==> src/design/mips_pkg.sv <==
package mips_pkg;

    localparam int data_width = 32;
    localparam int regf_width = 5;

    localparam logic [data_width-1:0] reset_pc = 32'hbfc0_0000;

    // Primary opcodes
    localparam logic [5:0] op_special = 6'h00;
    localparam logic [5:0] op_addiu   = 6'h09;
    localparam logic [5:0] op_andi    = 6'h0c;
    localparam logic [5:0] op_ori     = 6'h0d;
    localparam logic [5:0] op_lui     = 6'h0f;

    // Function codes under op_special
    localparam logic [5:0] fn_sll  = 6'h00;
    localparam logic [5:0] fn_addu = 6'h21;
    localparam logic [5:0] fn_subu = 6'h23;
    localparam logic [5:0] fn_and  = 6'h24;
    localparam logic [5:0] fn_or   = 6'h25;
    localparam logic [5:0] fn_xor  = 6'h26;
    localparam logic [5:0] fn_slt  = 6'h2a;

    typedef enum logic [2:0] {
        alu_addu, alu_subu, alu_and, alu_or, alu_xor, alu_slt, alu_sll, alu_lui
    } alu_op_t;

    typedef struct packed {
        logic [data_width-1:0] pc;
        logic [data_width-1:0] instr;
    } fetch_info_t;

    typedef struct packed {
        logic [data_width-1:0] pc;
        alu_op_t               alu_op;
        logic [regf_width-1:0] rs_regf;
        logic [regf_width-1:0] rt_regf;
        logic [data_width-1:0] rs_data;
        logic [data_width-1:0] rt_data;
        logic [data_width-1:0] imme;
        logic                  sel_imme; // Operand b from imme
        logic [4:0]            shamt;
        logic [regf_width-1:0] rd_regf;
        logic                  wen;
    } exec_info_t;

    typedef struct packed {
        logic [data_width-1:0] pc;
        logic                  wen;
        logic [regf_width-1:0] rd_regf;
        logic [data_width-1:0] result;
    } retire_info_t;

endpackage

==> src/design/forward_unit.sv <==
`timescale 1ns/1ns

module forward_unit (
    input  logic [mips_pkg::regf_width-1:0] ex_rs_regf,
    input  logic [mips_pkg::regf_width-1:0] ex_rt_regf,
    input  logic [mips_pkg::data_width-1:0] ex_rs_data,
    input  logic [mips_pkg::data_width-1:0] ex_rt_data,
    input  logic                            wb_valid,
    input  logic                            wb_wen,
    input  logic [mips_pkg::regf_width-1:0] wb_regf,
    input  logic [mips_pkg::data_width-1:0] wb_data,
    output logic [mips_pkg::data_width-1:0] rs_value,
    output logic [mips_pkg::data_width-1:0] rt_value
);

    logic wb_live;
    logic fwd_rs;
    logic fwd_rt;

    // Writeback holds a pending register write
    assign wb_live = wb_valid && wb_wen && (wb_regf != '0);

    assign fwd_rs = wb_live && (ex_rs_regf == wb_regf);
    assign fwd_rt = wb_live && (ex_rt_regf == wb_regf);

    assign rs_value = fwd_rs ? wb_data : ex_rs_data;
    assign rt_value = fwd_rt ? wb_data : ex_rt_data;

    // An r0 operand reads zero whatever sits in writeback
    always_comb begin
        if (ex_rs_regf == '0) begin
            assert (rs_value == '0);
        end
        if (ex_rt_regf == '0) begin
            assert (rt_value == '0);
        end
    end

endmodule

==> config.mk <==
export PLATFORM = sky130hd
export DESIGN_NAME = forward_unit
export DESIGN_NICKNAME = d
export VERILOG_FILES = /design/src/design/mips_pkg.sv /design/src/design/forward_unit.sv
export SDC_FILE = /design/constraint.sdc
export NUM_CORES = 1
export LEC_CHECK = 0
export BUFFER_PORTS_ARGS = -buffer_cell sky130_fd_sc_hd__buf_2
export CAP_MARGIN = 0
export CORE_MARGIN = 2
export CORE_UTILIZATION = 28
export DETAILED_ROUTE_END_ITERATION = 16
export PLACE_DENSITY_LB_ADDON = 0.3
export SLEW_MARGIN = 20
export SYNTH_ARGS = -nofsm -noshare
export SYNTH_HDL_FRONTEND = slang
export SYNTH_SLANG_ARGS = --single-unit
==> constraint.sdc <==
create_clock -name vclk -period 3.4
set_input_delay 1.02 -clock vclk [all_inputs]
set_output_delay 1.02 -clock vclk [all_outputs]
set_load 0.01 [all_outputs]
==> flow_metrics.py <==
metrics = {
    "yosys": {
        "ys_types": 9,
        "synthCells": 86,
        "yosysMostFrequentCell": "mux2_4",
        "syn-num-nets": 199,
        "synth_common_cells": "mux2_4 (60), buf_6 (6), xnor2_1 (6)",
        "synth_top_area_cell": "mux2_4",
        "synth_area_per_cell_um2": 13.8,
        "synth-seq-area-share_pct": 0,
        "synth_warnings": 0,
        "synth_area_leaders": "mux2_4 (76%), buf_6 (5.7%), xnor2_1 (4.4%)",
        "synthesis.area_mm2": 0.00119,
        "synth_top_cell_area_share_pct": 75.9,
    },
    "grt": {
        "grt_usage_pct": 16.8,
        "first_global_vias": 1457,
        "grt_start_max_net_pins": 18,
        "gr-total-overflow": 0,
        "antenna_found_initial": 0,
        "grt_pass1_wl_mm": 6.84,
    },
    "detailed_routing": {
        "vias": 1407,
        "drt_first_pass_iters": 4,
        "wl_per_cell_um": 14.6,
        "routed_via_density": 4.45,
        "wl_met1_mm": 1.69,
        "drt_iter0_markers": 16,
        "drtAntennaViolNets": 0,
        "drcViolationCount": 0,
        "wl_met2_mm": 2.57,
        "dr_wl_met3_um": 358,
        "wl_mm": 4.62,
        "top_layer": "met3",
    },
    "cells_and_area": {
        "flops_and_latches": 0,
        "fin_cells": 316,
        "clockBufferCount": 0,
        "drive_above_1_share_pct": 96.6,
        "nets": 381,
        "seq_area_um2": 0,
        "diodes": 0,
        "area_growth_syn_to_layout_pct": 120,
    },
    "power": {
        "power.leakage_nw": 1.37,
        "ir_worst_vdd_uv": 63.3,
        "powerDensity_mw_per_mm2": 114,
    },
    "worst_setup_path": {
        "crit_fanout": 17,
        "required_ns": 2.38,
        "arrival_ns": 2.61,
        "cpPeakStageDelay_ns": 0.54,
        "critPathKind": "primary input to output pin",
        "critPathSlowestCell": "or4_4",
        "crit_path_start_kind": "primary input",
        "path_common_cell": "buf_6",
        "worstPathCellList": "buf_6 > or4_4 > o211ai_4 > nor4_4 > buf_12 > mux2_4 > buf_6",
        "critPathCaptureType": "output pin",
    },
    "placed_design": {
        "portBuffers": 177,
        "dp_hpwl_mm": 3.73,
        "place_inst": 316,
        "place_congestion": 0.725,
    },
    "outcome": {
        "violations": "setup timing",
        "outcome": "finished with violations",
    },
    "floorplan": {
        "pin_count": 177,
        "placementRows": 23,
        "core_area_mm2": 0.00403,
        "die_y_um": 69.1,
        "fp.dieW_um": 69.1,
        "start_util_pct": 29.4,
        "dieArea_mm2": 0.00477,
    },
    "sta": {
        "worst_slack_ns": -0.232,
        "setup_viol": 64,
        "period_share_pct": 107,
        "holdWs_ns": 2.33,
        "slew_violations": 0,
        "min_period_ns": 3.63,
        "clock.fmax_ghz": 0.275,
        "max_slew_margin_pct": 74.1,
        "tightest_slew_ns": 0.385,
        "hold_violations": 0,
        "rsz0062_at_grt": "true",
    },
    "job": {
        "cap_violations": 0,
    },
    "worst_hold_path": {
        "min_path_type": "primary input to output pin",
    },
    "clock_tree": {
        "cts_setup_buffers": 0,
    },
}
## through the flow
stage	power [mW]	utilization (%)	cell area, um^2	setup slack, ns	TNS [ns]
3_3_place_gp	0.231	54.2	2180	-0.251	-15.09
3_5_place_dp	0.234	54.2	2180	-0.262	-15.78
6_report	0.297	64.7	2610	-0.232	-14.02
2_1_floorplan	0.112	-	1190	0.0279	0
4_1_cts	0.295	64.3	2590	-0.236	-14.37
5_1_grt	0.313	64.7	2610	-0.268	-16.31
## layout by cell type (no fill, tap or decap), drive strengths merged
cell,instances
mux2,64
nand3,2
o211ai,1
buf,186
or4,1
xor2,4
nor4,2
xnor2,6
## layout make-up
class	count	area, um^2
Timing Repair Buffer	186	1400
Tap cell	50	62.6
Multi-Input combinational cell	80	1140
Fill cell	318	1420
## repair_timing
item,CTS,global route
gates resized for setup,65,2
hold buffers,0,0
setup endpoints to repair,64,64
pin swaps,0,2
## worst paths after layout
path | to | from | cells past startpoint | slack [ns]
min | rt_value[27] | ex_rt_data[27] | 3 | 2.33
max | rt_value[6] | wb_regf[3] | 7 | -0.23
## logic make-up after synthesis
kind of cell | count (synthesis) | synth area share, %
multiplexers | 64 | 79.7
AO/OA/AOI/OAI | 1 | 1.79
XOR/XNOR | 10 | 7.38
AND/OR/NAND/NOR | 5 | 5.38
buffers and inverters | 6 | 5.70
## metal layers
| metal | GRT usage [%] | up-vias |
|---|---|---|
| li1 | - | 689 |
| met5 | 0 | - |
| met2 | 34.4 | 89 |
| met4 | 0 | 0 |
| met3 | 3.07 | 0 |
| met1 | 18.6 | 629 |
## power by group
part           internal [mW]  switching (mW)
clock network              0               0
registers                  0               0
logic                  0.193           0.103
total                  0.193           0.103
## critical path, delay by kind of cell
family	cells	cell delay, ns
simple gates	2	0.64
buf+inv	3	0.39
mux	1	0.31
compound gates	1	0.24
Power figures use the tool's default switching activity.
