### src/design/mips_pkg.sv
package mips_pkg;

    localparam int data_width = 32;
    localparam int regf_width = 5;

    localparam logic [data_width-1:0] reset_pc = 32'hbfc0_0000;

    // Primary opcodes
    localparam logic [5:0] op_special = 6'h00;
    localparam logic [5:0] op_addiu   = 6'h09;
    localparam logic [5:0] op_andi    = 6'h0c;
    localparam logic [5:0] op_ori     = 6'h0d;
    localparam logic [5:0] op_lui     = 6'h0f;

    // Function codes under op_special
    localparam logic [5:0] fn_sll  = 6'h00;
    localparam logic [5:0] fn_addu = 6'h21;
    localparam logic [5:0] fn_subu = 6'h23;
    localparam logic [5:0] fn_and  = 6'h24;
    localparam logic [5:0] fn_or   = 6'h25;
    localparam logic [5:0] fn_xor  = 6'h26;
    localparam logic [5:0] fn_slt  = 6'h2a;

    typedef enum logic [2:0] {
        alu_addu, alu_subu, alu_and, alu_or, alu_xor, alu_slt, alu_sll, alu_lui
    } alu_op_t;

    typedef struct packed {
        logic [data_width-1:0] pc;
        logic [data_width-1:0] instr;
    } fetch_info_t;

    typedef struct packed {
        logic [data_width-1:0] pc;
        alu_op_t               alu_op;
        logic [regf_width-1:0] rs_regf;
        logic [regf_width-1:0] rt_regf;
        logic [data_width-1:0] rs_data;
        logic [data_width-1:0] rt_data;
        logic [data_width-1:0] imme;
        logic                  sel_imme; // Operand b from imme
        logic [4:0]            shamt;
        logic [regf_width-1:0] rd_regf;
        logic                  wen;
    } exec_info_t;

    typedef struct packed {
        logic [data_width-1:0] pc;
        logic                  wen;
        logic [regf_width-1:0] rd_regf;
        logic [data_width-1:0] result;
    } retire_info_t;

endpackage

### src/design/alu_unit.sv
`timescale 1ns/1ns

module alu_unit (
    input  mips_pkg::exec_info_t            in_data,
    input  logic [mips_pkg::data_width-1:0] rs_value,
    input  logic [mips_pkg::data_width-1:0] rt_value,
    output mips_pkg::retire_info_t          out_data
);

    import mips_pkg::*;

    logic [data_width-1:0] op_b;
    logic [data_width-1:0] result;
    logic                  less;

    assign op_b = in_data.sel_imme ? in_data.imme : rt_value;
    assign less = $signed(rs_value) < $signed(op_b);

    always_comb begin
        case (in_data.alu_op)
            alu_addu: result = rs_value + op_b;
            alu_subu: result = rs_value - op_b;
            alu_and:  result = rs_value & op_b;
            alu_or:   result = rs_value | op_b;
            alu_xor:  result = rs_value ^ op_b;
            alu_slt:  result = {{(data_width-1){1'b0}}, less};
            alu_sll:  result = rt_value << in_data.shamt; // rt, not op_b
            alu_lui:  result = {in_data.imme[15:0], 16'b0};
            default:  result = '0;
        endcase
    end

    always_comb begin
        out_data.pc      = in_data.pc;
        out_data.wen     = in_data.wen;
        out_data.rd_regf = in_data.rd_regf;
        out_data.result  = result;
    end

endmodule

### config.mk
export PLATFORM = sky130hd
export DESIGN_NAME = alu_unit
export DESIGN_NICKNAME = d
export VERILOG_FILES = /design/src/design/mips_pkg.sv /design/src/design/alu_unit.sv
export SDC_FILE = /design/constraint.sdc
export NUM_CORES = 1
export LEC_CHECK = 0
export BUFFER_PORTS_ARGS = -buffer_cell sky130_fd_sc_hd__buf_2
export CAP_MARGIN = 30
export CELL_PAD_IN_SITES_DETAIL_PLACEMENT = 1
export CELL_PAD_IN_SITES_GLOBAL_PLACEMENT = 1
export CORE_UTILIZATION = 38
export DETAILED_ROUTE_END_ITERATION = 12
export PLACE_DENSITY_LB_ADDON = 0.1
export REMOVE_ABC_BUFFERS = 1
export SYNTH_ARGS = -nofsm -noshare
export SYNTH_HDL_FRONTEND = slang
export SYNTH_SLANG_ARGS = --single-unit
export TNS_END_PERCENT = 10
### constraint.sdc
create_clock -name vclk -period 9.1
set_input_delay 1.82 -clock vclk [all_inputs]
set_output_delay 1.82 -clock vclk [all_outputs]
set_load 0.01 [all_outputs]
==> metrics <==
first-pass GRT wire length=roughly 55000 µm; 1st-iter DRT viols=~790; total core area=18900 µm²; port bufs=around 140; status=completed; Global Route Usage Sum=36.6%; Yosys top cell by area=ha_1; die width=approximately 140 µm; Layout Nets=1469; simple-gate share of the synthesized area=17.0%; main combinational cell family by area after synthesis=compound AO/OA/AOI/OAI gates; met1 global-route usage=52.7%; Crit path buffers/inverters=3; Worst Hold Class=in -> out; synthesized instance count=about 1100; leading cell types by total area after synthesis=ha_1, a21oi_1, mux2i_1, nor2_1, inv_1; num rows=50; met3 Use GR=roughly an eighth; critical path's top delay family=compound AO/OA/AOI/OAI gates; Die ar.=20000 µm²; WL/cell=between 20 and 30 µm; Via density=about 6.4; Final min period=~8.2 ns; DRT Pass-1 Iters=5; Peak Freq=121 MHz; Worst-Margin Slew=1.00 ns; critical path startpoint category=input port; detailed placer's ending HPWL=30400 µm; largest net degree at the start of global routing=47; crit path max-delay cell type=buf_2; critical path endpoint category=output port; vias in the first global route=8558; post-synthesis compound-gate area fraction=34.9%; DRC viols=0; routed wire length=between 30000 and 40000 µm; CP dominant cell by count=a21oi_1; Yosys cell types=between 70 and 80; Slew HR=between 30% and 40%; share of cells above drive strength 1=17.3%; final non-filler cell total=~1400; Hold WS=3.64 ns; CP arrival=6.43 ns; P&R area growth vs syn=7.23%; initial core utilization=39.1%; total grt overflow=0; total power=0.611 mW; CP Class=in -> out; via count=between 9000 and 10000; IO Pins=287; top cell type's share of synthesized area=approximately 16%; post-synthesis adder-cell area fraction=between 10% and 20%; clkbuf count=0; post-place setup slack=0.973 ns; initial antenna violation count=0; CP cell instances=buf_2 > mux2i_1 > inv_1 > ha_1 > fa_1 > nor2_1 > o311a_1 > o21ai_0 > a31o_2 > o21ai_2 > a41oi_1 > a21oi_1 > a21oi_1 > o41ai_1 > a21oi_1 > buf_2; routability congestion estimate from global placement=0.948; post-synthesis mux area share=15.9%; sum of negative setup slack=0 ns; max_cap viols=0; GR peak layer=met1; fin. max-slew vios=0; total of warnings raised by yosys=0; chip height=141 µm; sequential cell area=0 µm²; cts hold-fix bufs=0; dpl cells=1411; Post-synth top cells=a21oi_1, nor2_1, inv_1, ha_1, mux2i_1; Detail Route Antenna Nets=0; Leak=~3.8 nW; RSZ-0062 raised after global routing=no; Crit path largest cell delay=0.58 ns; # resized after CTS=0; PD cells=approximately 77 nW/µm²; Seq/Total Area, Yosys=0%; mean post-synth cell area=6.65 µm²; Synth Cell Area=7390 µm²; GRT met2 Usage=between 50% and 60%; Worst Path Required=between 7 and 8 ns; Max IR drop VDD=43.1 µV; most numerous cell in the Yosys netlist=a21oi_1; post-route setup slack=about 0.85 ns; Seq Cell Count=0; Setup violations, final=0; crit path max fanout=23; ant diodes=0; Hold Fails Final Rpt=0; period utilisation layout=between 90% and 100%; number of setup buffers added after CTS=0; fraction of synthesized cell area in xor and xnor cells=about 1.2%
## logic make-up (layout without fill, tap and decap cells)
| kind of cell | after synthesis | count (layout) |
|---|---|---|
| xor gates and xnor gates | 10 | 10 |
| and+or+nand+nor | 277 | 277 |
| buffers and inverters | 228 | 267 |
| adders and majority gates | 99 | 99 |
| AOI/OAI and AO/OA | 398 | 398 |
| muxes | 100 | 100 |
## where the power goes
| part | switching [mW] | total [mW] | leakage, nW | internal [mW] |
|---|---|---|---|---|
| registers | 0 | 0 | 0 | 0 |
| logic | 0.386 | 0.611 | 3.82 | 0.225 |
| clock network | 0 | 0 | 0 | 0 |
| total | 0.386 | 0.611 | 3.82 | 0.225 |
## worst paths after layout
| path | start | to | slack (ns) | depth (start not counted) |
|---|---|---|---|---|
| min | in_data[127] | out_data[44] | 3.64 | 0 |
| max | in_data[11] | out_data[0] | 0.85 | 16 |
## area by class of cell
type,instances,area [µm²]
tap,260,325
timing repair buffer,155,821
fill,2578,11000
multi-input combinational,884,6360
inverter,112,420
## per-layer routing
layer	wire, µm	vias to the layer above
met5	158	-
met4	544	4
met3	4550	39
met2	14900	488
met1	17100	4389
li1	-	4084
## layout by cell type (no fill, tap or decap), types with 7 or more instances in the layout
| cell | netlist | layout |
|---|---|---|
| a221oi_1 | 16 | 16 |
| o211ai_1 | 11 | 11 |
| o21a_1 | 7 | 7 |
| buf_2 | 15 | 137 |
| mux2i_1 | 69 | 69 |
| inv_1 | 111 | 111 |
| o21ai_0 | 60 | 60 |
| nand3_1 | 17 | 17 |
| nor2_1 | 132 | 132 |
| a21o_1 | 11 | 11 |
| mux4_2 | 12 | 12 |
| a22o_1 | 17 | 17 |
| ha_1 | 97 | 97 |
| a21oi_1 | 141 | 141 |
| o22ai_1 | 24 | 24 |
| a22oi_1 | 15 | 15 |
| nor3_1 | 23 | 23 |
| nand2b_1 | 10 | 10 |
| buf_4 | 40 | 18 |
| nand2_1 | 51 | 51 |
| nor2b_1 | 10 | 10 |
| a211oi_1 | 11 | 11 |
| o21bai_1 | 12 | 12 |
| xnor2_1 | 8 | 8 |
| o31ai_1 | 10 | 10 |
| mux2_2 | 18 | 18 |
## metrics by stage
step | area (µm²) | util, %
3_3_place_gp | 7930 | 42.0
3_5_place_dp | 7930 | 42.0
6_report | 7930 | 42.0
4_1_cts | 7930 | 42.0
2_1_floorplan | 6780 | -
5_1_grt | 7930 | 42.0
Power figures use the tool's default switching activity.
