### src/design/mips_pkg.sv
package mips_pkg;

    localparam int data_width = 32;
    localparam int regf_width = 5;

    localparam logic [data_width-1:0] reset_pc = 32'hbfc0_0000;

    // Primary opcodes
    localparam logic [5:0] op_special = 6'h00;
    localparam logic [5:0] op_addiu   = 6'h09;
    localparam logic [5:0] op_andi    = 6'h0c;
    localparam logic [5:0] op_ori     = 6'h0d;
    localparam logic [5:0] op_lui     = 6'h0f;

    // Function codes under op_special
    localparam logic [5:0] fn_sll  = 6'h00;
    localparam logic [5:0] fn_addu = 6'h21;
    localparam logic [5:0] fn_subu = 6'h23;
    localparam logic [5:0] fn_and  = 6'h24;
    localparam logic [5:0] fn_or   = 6'h25;
    localparam logic [5:0] fn_xor  = 6'h26;
    localparam logic [5:0] fn_slt  = 6'h2a;

    typedef enum logic [2:0] {
        alu_addu, alu_subu, alu_and, alu_or, alu_xor, alu_slt, alu_sll, alu_lui
    } alu_op_t;

    typedef struct packed {
        logic [data_width-1:0] pc;
        logic [data_width-1:0] instr;
    } fetch_info_t;

    typedef struct packed {
        logic [data_width-1:0] pc;
        alu_op_t               alu_op;
        logic [regf_width-1:0] rs_regf;
        logic [regf_width-1:0] rt_regf;
        logic [data_width-1:0] rs_data;
        logic [data_width-1:0] rt_data;
        logic [data_width-1:0] imme;
        logic                  sel_imme; // Operand b from imme
        logic [4:0]            shamt;
        logic [regf_width-1:0] rd_regf;
        logic                  wen;
    } exec_info_t;

    typedef struct packed {
        logic [data_width-1:0] pc;
        logic                  wen;
        logic [regf_width-1:0] rd_regf;
        logic [data_width-1:0] result;
    } retire_info_t;

endpackage

### src/design/decode_unit.sv
`timescale 1ns/1ns

module decode_unit (
    input  mips_pkg::fetch_info_t           in_data,
    input  logic [mips_pkg::data_width-1:0] rs_data,
    input  logic [mips_pkg::data_width-1:0] rt_data,
    output logic [mips_pkg::regf_width-1:0] rs_regf,
    output logic [mips_pkg::regf_width-1:0] rt_regf,
    output mips_pkg::exec_info_t            out_data
);

    import mips_pkg::*;

    logic [5:0]            opcode;
    logic [5:0]            funct;
    logic [regf_width-1:0] rd_field;
    logic [4:0]            shamt;
    logic [15:0]           imm16;
    logic [data_width-1:0] imme;
    logic [regf_width-1:0] dest;
    logic                  known;
    logic                  r_type;
    alu_op_t               op;

    assign opcode   = in_data.instr[31:26];
    assign rs_regf  = in_data.instr[25:21];
    assign rt_regf  = in_data.instr[20:16];
    assign rd_field = in_data.instr[15:11];
    assign shamt    = in_data.instr[10:6];
    assign funct    = in_data.instr[5:0];
    assign imm16    = in_data.instr[15:0];

    always_comb begin
        op     = alu_addu;
        known  = 1'b1;
        r_type = 1'b0;
        imme   = {16'b0, imm16}; // Zero extend by default
        case (opcode)
            op_special: begin
                r_type = 1'b1;
                case (funct)
                    fn_addu: op = alu_addu;
                    fn_subu: op = alu_subu;
                    fn_and:  op = alu_and;
                    fn_or:   op = alu_or;
                    fn_xor:  op = alu_xor;
                    fn_slt:  op = alu_slt;
                    fn_sll:  op = alu_sll;
                    default: known = 1'b0;
                endcase
            end
            op_addiu: begin
                op   = alu_addu;
                imme = {{16{imm16[15]}}, imm16};
            end
            op_andi: op = alu_and;
            op_ori:  op = alu_or;
            op_lui:  op = alu_lui;
            default: known = 1'b0;
        endcase
    end

    assign dest = r_type ? rd_field : rt_regf;

    always_comb begin
        out_data.pc       = in_data.pc;
        out_data.alu_op   = op;
        out_data.rs_regf  = rs_regf;
        out_data.rt_regf  = rt_regf;
        out_data.rs_data  = rs_data;
        out_data.rt_data  = rt_data;
        out_data.imme     = imme;
        out_data.sel_imme = !r_type;
        out_data.shamt    = shamt;
        out_data.rd_regf  = dest;
        out_data.wen      = known && (dest != '0);
    end

endmodule

### config.mk
export PLATFORM = sky130hd
export DESIGN_NAME = decode_unit
export DESIGN_NICKNAME = d
export VERILOG_FILES = /design/src/design/mips_pkg.sv /design/src/design/decode_unit.sv
export SDC_FILE = /design/constraint.sdc
export NUM_CORES = 1
export LEC_CHECK = 0
export BUFFER_PORTS_ARGS = -buffer_cell sky130_fd_sc_hd__buf_4
export CAP_MARGIN = 20
export CORE_AREA = 8 8 106 108
export DETAILED_ROUTE_END_ITERATION = 10
export DIE_AREA = 0 0 114 116
export PLACE_DENSITY = 0.64
export SYNTH_ARGS = -nofsm -noshare
export SYNTH_HDL_FRONTEND = slang
export SYNTH_SLANG_ARGS = --single-unit
### constraint.sdc
create_clock -name vclk -period 3.9
set_input_delay 0.78 -clock vclk [all_inputs]
set_output_delay 0.78 -clock vclk [all_outputs]
set_load 0.02 [all_outputs]
==> results.py <==
metrics = {
    "global_routing": {
        "grt-ovfl-total": 0,
        "grt_usage_pct": 5.40,
        "grt_pass1_vias": 829,
        "grt_first_pass_wirelength_mm": 5.40,
        "antenna_found_initial": 0,
        "grt_max_degree": 17,
    },
    "timing": {
        "timing.fmax_mhz": 352,
        "tns_ns": 0,
        "report.final.slew_viol_count": 0,
        "rsz0062_at_grt": "no",
        "hold_viol": 0,
        "setup_viol": 0,
        "worst_pin_slew_ns": 0.438,
        "period_minus_slack_ns": 2.84,
        "max-slew-margin-rel_pct": 70.7,
        "fin_crit_sh_pct": 72.9,
        "finalWorstSetupSlack_ns": 1.06,
    },
    "yosys": {
        "syn_avg_cell_area_um2": 7.43,
        "ys_warn_count": 0,
        "synth.distinct_cells": 31,
        "yosys.area.top_type_share_pct": 76.4,
        "syn-cell-area_mm2": 0.00149,
        "syn-num-nets": 329,
        "yosysTopAreaCell": "buf_4",
        "synth_area_leaders": "buf_4 76%, mux2_2 3.8%, nor4_4 1.4%, nor2_1 1.3%, buf_2 1.0%",
        "yosysSeqAreaShare_pct": 0,
        "synthCells": 201,
    },
    "detailed_routing": {
        "drcViolationCount": 0,
        "wirelength_mm": 4.23,
        "first_pass_iters": 4,
        "vias_per_cell": 3.33,
        "ant_nets": 0,
        "drt-initial-drc-count": 44,
        "wl_per_cell_um": 17.1,
        "via_count": 825,
    },
    "power_and_ir_drop": {
        "ir_drop_v": 0.0000169,
        "total_power_mw": 0.0967,
        "leakagePower_nw": 0.460,
        "p_per_area_mw_per_mm2": 94.7,
    },
    "finish": {
        "multi_input_area_um2": 329,
        "n_sequential_cell": 0,
        "antenna_cells": 0,
        "area_delta_synth_final_pct": -31.6,
        "seqCellArea_um2": 0,
        "fill_cells": 1111,
        "drive_above_1_share_pct": 68.7,
        "layout_common_cells": "69 x buf_4, 5 x nor2_1, 5 x mux2_2",
        "final_common_cell": "buf_4",
        "layout.nets": 245,
        "clkbuf_count": 0,
    },
    "status": {
        "status": "finished clean",
    },
    "flow_run": {
        "maxCapViolCount": 0,
    },
    "place": {
        "hpwlAfterDp_mm": 3.79,
        "gp_congestion": 0.767,
        "dpl_worst_slack_ns": 1.02,
        "io_buffers": 69,
    },
    "critical_path": {
        "criticalPathCategory": "primary input to output pin",
        "cp_data_required_time_ns": 3.12,
        "crit_path_start_kind": "primary input",
        "path_max_fanout": 8,
        "crit_top_cell": "buf_4",
        "crit_family": "simple AND/OR/NAND/NOR gates",
        "cp_num_buf_inv": 2,
        "max_stage_delay_ns": 0.36,
        "crit_chain": "buf_4 -> nor2_1 -> nand2_2 -> mux2i_1 -> o211a_1 -> buf_4",
        "endpoint_kind": "output pin",
        "cp_slowest_cell": "nor2_1",
        "arrival_ns": 2.06,
    },
    "floorplan": {
        "die-width_um": 114,
        "fp.dieH_um": 116,
        "die_area_mm2": 0.0132,
        "core_mm2": 0.00955,
        "start_util_pct": 15.6,
        "io_pins": 291,
        "rows": 36,
    },
    "worst_hold_path": {
        "holdCritPathClass": "primary input to output pin",
    },
    "clock_network": {
        "cts_resized": 0,
        "cts_setup_buffers": 0,
        "cts-hold-fix-buffers": 0,
    },
}
## kinds of logic (layout without fill, tap and decap cells)
| family | Yosys count | in the layout | share of synthesized area, % |
|---|---|---|---|
| muxes | 6 | 6 | 4.44 |
| AOI/OAI and AO/OA | 11 | 11 | 5.36 |
| and+or+nand+nor | 25 | 25 | 11.1 |
| xor gates and xnor gates | 2 | 2 | 1.17 |
| buffers and inverters | 157 | 71 | 78.0 |
## final timing paths
check,startpoint,to,slack [ns],cells after the start
hold / removal,in_data[38],out_data[127],1.56,0
setup / recovery,in_data[31],out_data[0],1.06,6
## stage by stage
stage	instance area, um^2	std cells	hold slack (ns)	util, %
2_1_floorplan	1490	201	1.61	-
3_3_place_gp	1020	248	1.56	10.7
3_5_place_dp	1020	248	1.56	10.7
4_1_cts	1020	248	1.56	10.7
5_1_grt	1020	248	1.56	10.7
6_report	1020	248	1.56	10.7
## metal layers
metal | wire length, um | GRT usage (%) | up-vias | part of all wire (%)
li1 | - | - | 324 | -
met1 | 1000 | 3.43 | 330 | 24
met2 | 2140 | 10.2 | 111 | 51
met3 | 755 | 3.44 | 60 | 18
met4 | 327 | 5.06 | 0 | 7.7
met5 | 0 | 0 | - | 0
## cell type report
cell class                      instances  area share (%)
Multi-Input combinational cell         44            32.2
Timing Repair Buffer                   69            50.7
Tap cell                              133            16.3
Inverter                                2           0.735
## report_power, final
group	switching, mW	internal (mW)	leakage, nW
combinational	0.0530	0.0437	0.460
clock	0	0	0
sequential	0	0	0
total	0.0530	0.0437	0.460
## cell usage after synthesis (2+ instances only)
| cell | n |
|---|---|
| a21oi_1 | 2 |
| a31oi_1 | 2 |
| buf_2 | 3 |
| buf_4 | 152 |
| inv_1 | 2 |
| mux2_2 | 5 |
| nand2_1 | 3 |
| nand4_1 | 2 |
| nor2_1 | 5 |
| nor3b_1 | 2 |
| nor4_1 | 2 |
| or4_1 | 2 |
(Power assumes the default switching activity.)
